[src/common/cache_cfg_pkg.sv]
package cache_cfg_pkg;

   // host side sizes
   localparam int ADDR_W      = 16;
   localparam int DATA_W      = 32;
   localparam int NBYTES      = DATA_W / 8;
   localparam int CTRL_ADDR_W = 3;

   // cache geometry
   localparam int NLINES     = 16;
   localparam int LINE_WORDS = 4;
   localparam int WBUF_DEPTH = 4;

   // address fields, byte offset at the bottom and tag at the top
   localparam int BYTE_OFF_W = $clog2(NBYTES);
   localparam int OFFSET_W   = $clog2(LINE_WORDS);
   localparam int INDEX_W    = $clog2(NLINES);
   localparam int TAG_W      = ADDR_W - INDEX_W - OFFSET_W - BYTE_OFF_W;
   localparam int WADDR_W    = ADDR_W - BYTE_OFF_W;
   localparam int WBUF_PTR_W = $clog2(WBUF_DEPTH);

   typedef logic [ADDR_W-1:0]      addr_t;
   typedef logic [WADDR_W-1:0]     waddr_t;
   typedef logic [DATA_W-1:0]      word_t;
   typedef logic [NBYTES-1:0]      wstrb_t;
   typedef logic [TAG_W-1:0]       tag_t;
   typedef logic [INDEX_W-1:0]     index_t;
   typedef logic [OFFSET_W-1:0]    offset_t;
   typedef logic [31:0]            count_t;
   typedef logic [CTRL_ADDR_W-1:0] ctrl_addr_t;

   // control register map
   localparam ctrl_addr_t CTRL_HITS       = 3'd0;
   localparam ctrl_addr_t CTRL_MISSES     = 3'd1;
   localparam ctrl_addr_t CTRL_WBUF_EMPTY = 3'd2;
   localparam ctrl_addr_t CTRL_INVALIDATE = 3'd3;
   localparam ctrl_addr_t CTRL_CLEAR      = 3'd4;

endpackage
[src/common/cache_bus_pkg.sv]
package cache_bus_pkg;
   import cache_cfg_pkg::*;

   // host request as held by the front end
   typedef struct packed {
      addr_t  addr;
      word_t  wdata;
      wstrb_t wstrb;
      logic   write;
   } front_req_t;

   // one pending write-through
   typedef struct packed {
      waddr_t waddr;
      word_t  data;
      wstrb_t wstrb;
   } wbuf_entry_t;

   // external memory access, word addressed
   typedef struct packed {
      waddr_t addr;
      word_t  data;
      wstrb_t wstrb;
      logic   write;
   } mem_req_t;

   typedef enum logic [1:0] {
      CS_IDLE,
      CS_WAIT_DRAIN,
      CS_FILL,
      CS_RESPOND
   } cache_state_e;

   typedef enum logic [1:0] {
      BS_IDLE,
      BS_WRITE,
      BS_FILL_REQ,
      BS_FILL_WAIT
   } back_state_e;

endpackage

[src/cache/cache_back_end.sv]
`timescale 1ns/1ns

module cache_back_end
   import cache_cfg_pkg::*, cache_bus_pkg::*;
(
   input  logic        clk,
   input  logic        reset,
   input  wbuf_entry_t wbuf_head,
   input  logic        wbuf_empty,
   output logic        wbuf_pop,
   input  logic        fill_start,
   input  waddr_t      fill_addr,
   output logic        fill_valid,
   output logic        fill_done,
   output word_t       fill_data,
   output logic        mem_req,
   output mem_req_t    mem,
   input  logic        mem_ack,
   input  word_t       mem_rdata
);

   back_state_e state;
   logic        fill_pending;
   waddr_t      fill_base;
   offset_t     word_cnt;
   logic        start_write;

   // pending writes always go first
   assign start_write = (state == BS_IDLE) && !wbuf_empty;
   assign wbuf_pop    = start_write;

   assign fill_valid = (state == BS_FILL_WAIT) && mem_ack;
   assign fill_done  = fill_valid && (word_cnt == offset_t'(LINE_WORDS-1));
   assign fill_data  = mem_rdata;

   always_ff @(posedge clk or posedge reset) begin
      if (reset) begin
         state        <= BS_IDLE;
         mem_req      <= 1'b0;
         fill_pending <= 1'b0;
         word_cnt     <= '0;
      end else begin
         if (fill_start) begin
            fill_pending <= 1'b1;
         end
         case (state)
            BS_IDLE: begin
               if (start_write) begin
                  mem_req <= 1'b1;
                  state   <= BS_WRITE;
               end else if (fill_pending) begin
                  state <= BS_FILL_REQ;
               end
            end
            BS_WRITE: begin
               if (mem_ack) begin
                  mem_req <= 1'b0;
                  state   <= BS_IDLE;
               end
            end
            BS_FILL_REQ: begin
               mem_req <= 1'b1;
               state   <= BS_FILL_WAIT;
            end
            default: begin
               if (mem_ack) begin
                  mem_req  <= 1'b0;
                  word_cnt <= word_cnt + 1'b1;
                  if (fill_done) begin
                     fill_pending <= 1'b0;
                     state        <= BS_IDLE;
                  end else begin
                     state <= BS_FILL_REQ;
                  end
               end
            end
         endcase
      end
   end

   // request fields, loaded only when a new access starts
   always_ff @(posedge clk) begin
      if (fill_start) begin
         fill_base <= fill_addr;
      end
      if (start_write) begin
         mem <= '{addr: wbuf_head.waddr, data: wbuf_head.data,
                  wstrb: wbuf_head.wstrb, write: 1'b1};
      end else if (state == BS_FILL_REQ) begin
         mem <= '{addr: {fill_base[WADDR_W-1:OFFSET_W], word_cnt}, data: '0,
                  wstrb: '0, write: 1'b0};
      end
   end

   assert property (@(posedge clk) disable iff (reset)
      mem_req && !mem_ack |=> mem_req && $stable(mem));

endmodule

[config.mk]
export PLATFORM = sky130hd
export DESIGN_NAME = cache_back_end
export DESIGN_NICKNAME = d
export VERILOG_FILES = /design/src/common/cache_cfg_pkg.sv /design/src/common/cache_bus_pkg.sv /design/src/cache/cache_back_end.sv
export SDC_FILE = /design/constraint.sdc
export NUM_CORES = 1
export LEC_CHECK = 0
export ABC_AREA = 1
export BUFFER_PORTS_ARGS = -buffer_cell sky130_fd_sc_hd__buf_2
export CAP_MARGIN = 20
export CORE_MARGIN = 1.5
export CORE_UTILIZATION = 25
export CTS_BUF_LIST = sky130_fd_sc_hd__clkbuf_4
export DETAILED_ROUTE_END_ITERATION = 8
export HOLD_SLACK_MARGIN = 0.15
export PLACE_DENSITY_LB_ADDON = 0.08
export SYNTH_ARGS = -nofsm -noshare
export SYNTH_HDL_FRONTEND = slang
export SYNTH_SLANG_ARGS = --single-unit
[constraint.sdc]
create_clock -name clk -period 2.1 [get_ports clk]
set_input_delay 0.105 -clock clk [delete_from_list [all_inputs] [get_ports clk]]
set_output_delay 0.105 -clock clk [all_outputs]
set_load 0.01 [all_outputs]
==> results of run 1 <==
[final timing paths]
kind	start	slack (ns)	endpoint
worst max-delay path	state[1]	0.48	wbuf_pop
worst min-delay path	mem_rdata[12]	0.21	fill_data[12]
worst max register to register	word_cnt[1]	0.55	state[1]
worst min register to register	mem[0]	0.46	mem[0]
max in group asynchronous	reset	1.20	state[1]
min in group asynchronous	reset	0.70	fill_pending
[cells by family after synthesis]
family | count (synthesis) | share of synthesized area [%]
XOR/XNOR | 1 | 0.300
adder cells (fa/ha/maj) | 1 | 0.428
flip-flops | 69 | 69.6
buffers and inverters | 83 | 15.6
AO/OA/AOI/OAI | 3 | 0.514
AND/OR/NAND/NOR | 102 | 13.6
[power by group through the flow]
stage                     clock, mW  combinational, mW  sequential, mW
final                         0.866               1.56            2.33
after global routing          0.975               1.74            2.39
after CTS                     0.925               1.61            2.34
after detailed placement          0               1.49            2.37
after global placement            0               1.50            2.36
after floorplan                   0              0.598            2.63
[cell usage after synthesis]
| cell type | number |
|---|---|
| xor2_1 | 1 |
| nand3_1 | 1 |
| nor3_4 | 1 |
| edfxtp_1 | 62 |
| buf_4 | 32 |
| buf_2 | 2 |
| buf_6 | 3 |
| ha_1 | 1 |
| dfxtp_1 | 1 |
| dfrtp_1 | 6 |
| inv_1 | 45 |
| o21ai_0 | 3 |
| inv_2 | 1 |
| nand2_1 | 60 |
| nor2_1 | 40 |
[layer usage]
| metal | routed length, µm | track usage, % |
|---|---|---|
| met1 | 2910 | 12.7 |
| met2 | 2870 | 17.1 |
| met3 | 601 | 4.59 |
| met4 | 88 | 3.88 |
| met5 | 0 | 0 |
[registers in the layout, summed over array words and instances, names as in the netlist]
signal,cells
mem,51
fill_pending,1
mem_req,1
state,2
fill_base,12
word_cnt,2
[critical path, cell delays in order (launching register included)]
cell	delay, ns
dfrtp_1	0.47
nor3_4	0.23
buf_4	0.24
buf_2	0.16
[cell usage in the layout, fill, tap and decap left out]
master / count
inv_1: 44
ha_1: 1
clkinv_2: 2
o21ai_0: 3
clkinvlp_4: 2
nor2_1: 40
nand2_1: 60
dfrtp_1: 6
clkbuf_4: 10
xor2_1: 1
clkinv_4: 1
nor3_4: 1
inv_2: 2
nand3_1: 1
edfxtp_1: 62
buf_4: 4
bufinv_16: 1
dlygate4sd3_1: 68
buf_2: 121
dfxtp_1: 1
[what timing repair did]
item	CTS	global route
hold buffers	68	0
endpoints found under the setup margin	0	0
endpoints found under the hold margin	86	0
[cell type report]
type                    count  share of cell area (%)
inverters                  46                    4.04
well taps                 143                    4.19
flip-flops and latches     69                    47.6
repair buffers            193                    30.8
multi-input cells         107                    10.1
clock inverters             6                    1.49
clock buffers              10                    1.76
==> flow_metrics.env, run 1 <==
export IMPL_outcome="complete, no violations"
export IMPL_slew_headroom_pct=69.8
export IMPL_ff2ff_path_depth=7
export IMPL_max_cap_violations=0
export IMPL_core_area_um2=11400
export IMPL_setup_tns_ns=0
export IMPL_hp_class="primary input to output port"
export IMPL_final_area_um2=4270
export IMPL_end_kind="output port"
export IMPL_worstPathArrival_ns=1.51
export IMPL_whs_path_depth=0
export IMPL_tightest_slew_ns=0.452
export IMPL_dp_cells=490
export IMPL_grt_pass1_wl_um=10200
export IMPL_start_util_pct=25.6
export IMPL_first_global_vias=2189
export IMPL_area_delta_synth_final_pct=46.2
export IMPL_synth_area_leaders="edfxtp_1, buf_4, nand2_1"
export IMPL_firstDrtPassIters=4
export IMPL_overflow=0
export IMPL_root_buffer="clkbuf_4"
export IMPL_synth_top_cell_by_area="edfxtp_1"
export IMPL_vias=2158
export IMPL_gp_congestion=0.706
export IMPL_post_route_util_pct=37.4
export IMPL_dpl_hpwl_um=4310
export IMPL_power_mw=4.76
export IMPL_layout_nets=528
export IMPL_row_count=39
export IMPL_cts_setup_buffers=0
export IMPL_viasPerCell=3.76
export IMPL_switching_share_pct=33.9
export IMPL_syn_num_nets=361
export IMPL_fin_skew_ns=0.0155
export IMPL_power_density_nw_per_um2=1110
export IMPL_ys_ff_latch=69
export IMPL_grt_max_degree=38
export IMPL_route_detailed_drc=0
export IMPL_drt_iter0_markers=63
export IMPL_placed_area_um2=3450
export IMPL_setup_ws_ns=0.485
export IMPL_antenna_found_initial=0
export IMPL_finalHoldViolCount=0
export IMPL_crit_type="flop to output port"
export IMPL_clockBufferDepth=2
export IMPL_start_kind="flop"
export IMPL_yosysWarnings=0
export IMPL_rsz0062_at_grt="false"
export IMPL_avgRoutedWirePerCell_um=11.3
export IMPL_worstSkewPairLatency_ns=0.41
export IMPL_dpl_worst_slack_ns=0.554
export IMPL_htree_num_levels=3
export IMPL_drive_gt1_share_pct=33.4
export IMPL_seqCellArea_um2=2030
export IMPL_synthesis_area_um2=2920
export IMPL_fin_crit_ns=1.62
export IMPL_worstPathRequired_ns=2.00
export IMPL_totalWireLength_um=6470
export IMPL_power_frac_seq_pct=49.0
export IMPL_slew_viol_final=0
export IMPL_cp_max_fo=15
export IMPL_syn_inst=259
export IMPL_die_w_um=111
export IMPL_die_h_um=111
export IMPL_intPower_mw=3.14
export IMPL_setup_violations=0
export IMPL_fillers=1196
export IMPL_hold_ws_ns=0.210
export IMPL_synth_top_area_share_pct=63.7
export IMPL_pwr_share_comb_pct=32.8
export IMPL_cts_tree="yes"
export IMPL_die_area_um2=12300
export IMPL_multiInputGateArea_um2=433
export IMPL_pwr_share_clk_pct=18.2
export IMPL_layout_cells_non_filler=574
export IMPL_cts_sinks=69
export IMPL_clk_pin_slew_ns=0.12
export IMPL_ant_nets=0
export IMPL_ys_seq_area_share_pct=69.6
export IMPL_leakagePower_nw=2.09
export IMPL_cts_buffers=9
export IMPL_grt_use_total_pct=10.6
export IMPL_diodes=0
export IMPL_portBuffers=121
export IMPL_avgSynthCellArea_um2=11.3
export IMPL_timing_fmax_ghz=0.619
export IMPL_cts_resized=0
export IMPL_synth_distinct_cells=15
export IMPL_p_switching_mw=1.61
export IMPL_period_share_pct=76.9
export IMPL_peakVddDrop_v=0.000476
export IMPL_num_io_pins=188
No activity file was read; power rests on OpenSTA's default activity.
==> run 2: changes to the inputs <==
==> constraint.sdc (replaced) <==
create_clock -name clk -period 1.65 [get_ports clk]
set_input_delay 0.0825 -clock clk [delete_from_list [all_inputs] [get_ports clk]]
set_output_delay 0.0825 -clock clk [all_outputs]
set_load 0.01 [all_outputs]
==> run 2 against run 1 <==
  * Final cell count rose by 0.35%
  * Sequential power rose by 27%
  * Largest power group unchanged
  * Critical path type is now flop to flop
  * Clock power rose by 43%
  * Clock-buffer cell count rose by 1
  * Die area did not move
  * Utilization rose by 0.55 points
  * Setup slack got worse by 0.36 ns
==> flow_metrics.env, run 2 (synthesis gave the netlist of run 1 again) <==
export IMPL_outcome="complete, no violations"
export IMPL_power_density_nw_per_um2=1450
export IMPL_whs_path_depth=0
export IMPL_die_h_um=111
export IMPL_final_area_um2=4330
export IMPL_rsz0062_at_grt="false"
export IMPL_htree_num_levels=3
export IMPL_start_util_pct=25.6
export IMPL_grt_use_total_pct=10.6
export IMPL_overflow=0
export IMPL_diodes=0
export IMPL_firstDrtPassIters=4
export IMPL_max_cap_violations=0
export IMPL_antenna_found_initial=0
export IMPL_worstPathRequired_ns=1.95
export IMPL_rrSetupSlack_ns=0.12
export IMPL_hp_class="primary input to output port"
export IMPL_layout_cells_non_filler=576
export IMPL_root_buffer="clkbuf_4"
export IMPL_start_kind="flop"
export IMPL_ff2ff_path_depth=7
export IMPL_slew_viol_final=0
export IMPL_r2r_start="word_cnt[1]"
export IMPL_regMostFlops="mem"
export IMPL_mostFrequentLayoutCell="buf_2"
export IMPL_dp_cells=489
export IMPL_path_delay_family="buffers and inverters"
export IMPL_grt_max_degree=38
export IMPL_placed_area_um2=3460
export IMPL_setup_ws_ns=0.120
export IMPL_core_area_um2=11400
export IMPL_leakagePower_nw=2.11
export IMPL_finalHoldViolCount=0
export IMPL_totalWireLength_um=6340
export IMPL_power_mw=6.28
export IMPL_crit_path_top_delay_cell="dlygate4sd3_1"
export IMPL_cp_max_fo=3
export IMPL_dpl_hpwl_um=4170
export IMPL_vias=2159
export IMPL_clockBufferDepth=2
export IMPL_largest_registers="mem (51), fill_base (12)"
export IMPL_setup_violations=0
export IMPL_row_count=39
export IMPL_timing_fmax_ghz=0.654
export IMPL_cts_tree="yes"
export IMPL_fin_skew_ns=0.0144
export IMPL_avgRoutedWirePerCell_um=11.0
export IMPL_min_from="mem_rdata[13]"
export IMPL_cpPeakStageDelay_ns=0.54
export IMPL_period_share_pct=92.7
export IMPL_crit_buf_inv=2
export IMPL_cts_buffers=9
export IMPL_gp_congestion=0.665
export IMPL_worstSkewPairLatency_ns=0.41
export IMPL_largest_reg_flops=51
export IMPL_drt_iter0_markers=58
export IMPL_viasPerCell=3.75
export IMPL_die_area_um2=12300
export IMPL_clk_pin_slew_ns=0.12
export IMPL_cts_sinks=69
export IMPL_path_common_cell="nand2_1"
export IMPL_slew_headroom_pct=59.2
export IMPL_timing_rr_end="state[1]"
export IMPL_crit_type="flop to flop"
export IMPL_portBuffers=121
export IMPL_route_detailed_drc=0
export IMPL_dpl_worst_slack_ns=0.221
export IMPL_grt_pass1_wl_um=10200
export IMPL_tightest_slew_ns=0.610
export IMPL_layout_nets=530
export IMPL_drive_gt1_share_pct=34.4
export IMPL_layout_common_cells="buf_2, dlygate4sd3_1, edfxtp_1, nand2_1, inv_1"
export IMPL_end_kind="flop"
export IMPL_first_global_vias=2135
export IMPL_peakVddDrop_v=0.000506
export IMPL_path_cells="ha_1 -> inv_1 -> o21ai_1 -> nand2_1 -> nand2_1 -> nand2_1 -> dlygate4sd3_1"
export IMPL_die_w_um=111
export IMPL_fin_crit_ns=1.53
export IMPL_ant_nets=0
export IMPL_min_to="fill_data[13]"
export IMPL_num_io_pins=188
export IMPL_area_delta_synth_final_pct=48.4
export IMPL_worstPathArrival_ns=1.83
[run 2: cell count changes in the layout (fill, tap and decap cells not counted), sizes merged]
cell	before	now
clkinv	3	2
buf	125	127
bufinv	1	2
clkbuf	10	11
inv	46	45
[run 2: stage by stage]
step	utilization, %	hold slack, ns	setup TNS, ns
after CTS	37.7	0.165	0
after floorplan	-	-0.127	-7.47
after detailed placement	30.3	0.0202	0
after global routing	38.0	0.165	0
after global placement	30.3	0.0178	0
final	38.0	0.165	0
[run 2: power breakdown]
group | total (mW) | switching [mW] | internal [mW]
Sequential | 2.96 | 0.200 | 2.76
Clock | 1.24 | 0.601 | 0.642
Combinational | 2.07 | 1.24 | 0.829
[run 2: cell type report]
cell class / instances / area, µm²
fillers: 1157 / 7080
clock buffers: 11 / 82.6
clock inverters: 5 / 76.3
inverters: 46 / 176
multi-input cells: 107 / 438
well taps: 143 / 179
flip-flops and latches: 69 / 2030
repair buffers: 195 / 1350
[run 2: per-layer routing]
| layer | vias up | routed length, µm | GRT usage (%) |
|---|---|---|---|
| met5 | - | 0 | 0 |
| met4 | 0 | 86 | 4.30 |
| met3 | 14 | 589 | 4.26 |
| met2 | 96 | 2740 | 16.5 |
| met1 | 943 | 2930 | 13.2 |
| li1 | 1106 | - | - |
[run 2: worst max-delay path by stage]
stage,cells past startpoint,endpoint,slack (ns),from
after global placement,3,mem[16],0.23,state[0]
after CTS,3,wbuf_pop,0.04,state[1]
final,7,state[1],0.12,word_cnt[1]
after floorplan,4,mem[10],-0.15,state[1]
after detailed placement,3,mem[8],0.22,state[1]
after global routing,7,state[1],0.004,word_cnt[1]
[run 2: repair_timing]
item	CTS	global route
gates cloned	0	0
pin swaps	0	0
gates resized for setup	1	4
endpoints found under the setup margin	1	3
hold buffers	68	0
endpoints found under the hold margin	86	0
setup buffers	0	3
==> run 3: changes to the inputs <==
--- a/config.mk
+++ b/config.mk
@@ -8,12 +8,15 @@
 export ABC_AREA = 1
 export BUFFER_PORTS_ARGS = -buffer_cell sky130_fd_sc_hd__buf_2
 export CAP_MARGIN = 20
+export CORE_ASPECT_RATIO = 1.25
 export CORE_MARGIN = 1.5
 export CORE_UTILIZATION = 25
 export CTS_BUF_LIST = sky130_fd_sc_hd__clkbuf_4
 export DETAILED_ROUTE_END_ITERATION = 8
 export HOLD_SLACK_MARGIN = 0.15
 export PLACE_DENSITY_LB_ADDON = 0.08
+export REMOVE_ABC_BUFFERS = 1
+export SKIP_LAST_GASP = 1
 export SYNTH_ARGS = -nofsm -noshare
 export SYNTH_HDL_FRONTEND = slang
 export SYNTH_SLANG_ARGS = --single-unit
==> run 3 against run 2 <==
  * Global-route usage increased by 1.5 points
  * Fmax shrank 0.77%
  * Largest cell class unchanged
  * Critical endpoint is now wbuf_pop
  * Combinational power grew 3%
  * Routed wire length up 19%
  * Die area about the same
  * Final area is 0.46% lower
==> flow_metrics.env, run 3 (synthesis gave the netlist of run 1 again) <==
export IMPL_cp_max_fo=15
export IMPL_regMostFlops="mem"
export IMPL_dpl_hpwl_um=5030
export IMPL_cpPeakStageDelay_ns=0.46
export IMPL_root_buffer="clkbuf_4"
export IMPL_power_mw=6.31
export IMPL_worstPathRequired_ns=1.57
export IMPL_diodes=0
export IMPL_layout_cells_non_filler=567
export IMPL_vias=2250
export IMPL_dp_cells=482
export IMPL_gp_congestion=0.664
export IMPL_pwr_share_comb_pct=33.7
export IMPL_r2r_start="state[1]"
export IMPL_timing_rr_end="state[1]"
export IMPL_final_area_um2=4310
export IMPL_path_cells="nor3_4 -> buf_6 -> buf_2"
export IMPL_timing_fmax_ghz=0.649
export IMPL_worstSkewPairLatency_ns=0.40
export IMPL_first_global_vias=2279
export IMPL_start_kind="flop"
export IMPL_placed_area_um2=3470
export IMPL_tightest_slew_ns=0.655
export IMPL_mostFrequentLayoutCell="buf_2"
export IMPL_largest_registers="mem (51), fill_base (12)"
export IMPL_grt_max_degree=38
export IMPL_setup_ws_ns=0.108
export IMPL_fin_crit_ns=1.54
export IMPL_fin_skew_ns=0.00756
export IMPL_cts_buffers=9
export IMPL_ant_nets=0
export IMPL_slew_headroom_pct=56.2
export IMPL_cts_tree="yes"
export IMPL_post_route_util_pct=38.4
export IMPL_antenna_found_initial=0
export IMPL_grt_pass1_wl_um=11000
export IMPL_drive_gt1_share_pct=33.6
export IMPL_avgRoutedWirePerCell_um=13.3
export IMPL_switching_share_pct=32.7
export IMPL_outcome="complete, no violations"
export IMPL_rrSetupSlack_ns=0.14
export IMPL_viasPerCell=3.97
export IMPL_firstDrtPassIters=4
export IMPL_critPathLaunch="state[1]"
export IMPL_pwr_share_clk_pct=19.3
export IMPL_layout_common_cells="buf_2, dlygate4sd3_1, edfxtp_1, nand2_1, inv_1"
export IMPL_start_util_pct=26.0
export IMPL_fillers=1123
export IMPL_core_area_um2=11200
export IMPL_portBuffers=121
export IMPL_min_from="mem_rdata[3]"
export IMPL_power_frac_seq_pct=47.0
export IMPL_route_detailed_drc=0
export IMPL_clockBufferDepth=2
export IMPL_min_to="fill_data[3]"
export IMPL_die_area_um2=12300
export IMPL_area_delta_synth_final_pct=47.7
export IMPL_htree_num_levels=3
export IMPL_leakagePower_nw=2.12
export IMPL_num_io_pins=188
export IMPL_dpl_worst_slack_ns=0.190
export IMPL_p_switching_mw=2.07
export IMPL_drt_iter0_markers=51
export IMPL_hp_class="primary input to output port"
export IMPL_setup_tns_ns=0
export IMPL_ff2ff_path_depth=7
export IMPL_die_h_um=124
export IMPL_die_w_um=99.7
export IMPL_largest_reg_flops=51
export IMPL_finalHoldViolCount=0
export IMPL_grt_use_total_pct=12.1
export IMPL_crit_path_top_delay_cell="dfrtp_2"
export IMPL_power_density_nw_per_um2=1460
export IMPL_peakVddDrop_v=0.000586
export IMPL_hold_ws_ns=0.165
export IMPL_period_share_pct=93.5
export IMPL_setup_violations=0
export IMPL_cts_sinks=69
export IMPL_row_count=43
export IMPL_totalWireLength_um=7540
export IMPL_crit_type="flop to output port"
export IMPL_layout_nets=529
export IMPL_worstPathArrival_ns=1.46
export IMPL_overflow=0
export IMPL_end_kind="output port"
export IMPL_clk_pin_slew_ns=0.11
export IMPL_intPower_mw=4.25
export IMPL_whs_path_depth=0
export IMPL_max_cap_violations=0
export IMPL_rsz0062_at_grt="true"
export IMPL_slew_viol_final=0
-- run 3: layout make-up --
class	instances	area (µm²)	area share [%]
inverters	46	173	4.00
clock inverters	6	77.6	1.80
flip-flops and latches	69	2030	47.2
repair buffers	194	1350	31.4
clock buffers	10	75.1	1.74
multi-input cells	107	433	10.0
well taps	135	169	3.92
-- run 3: how the worst max path moves through the flow --
stage	end	slack, ns	cells after the start
final	wbuf_pop	0.11	3
after detailed placement	mem[13]	0.19	3
after global placement	mem[7]	0.25	3
after global routing	fill_done	-0.02	5
after CTS	wbuf_pop	0.02	3
after floorplan	mem[10]	-0.37	4
-- run 3: power by group through the flow --
stage | clock network [mW] | registers (mW) | logic, mW
global placement | 0 | 2.99 | 2.01
detailed placement | 0 | 3.01 | 2.02
global route | 1.34 | 3.03 | 2.37
CTS | 1.29 | 2.97 | 2.17
finish | 1.22 | 2.97 | 2.13
floorplan | 0 | 3.35 | 0.629
-- run 3: routing by layer --
metal	global-route usage [%]	vias to the layer above	wire, µm
li1	-	1107	-
met1	13.7	997	3360
met2	18.7	137	3260
met3	5.84	9	791
met4	6.34	0	127
met5	3.42	-	0
-- run 3: what timing repair did --
item,CTS,global route
gates cloned,0,0
endpoints found under the hold margin,86,0
buffers inserted,0,1
pin swaps,0,0
endpoints found under the setup margin,1,3
hold buffers,68,0
resized for setup,1,3
-- run 3: worst max-delay path, delay by kind of cell, from the launching register on --
family,cells,cell delay [ns]
simple gates,1,0.23
flops,1,0.46
buf+inv,2,0.35
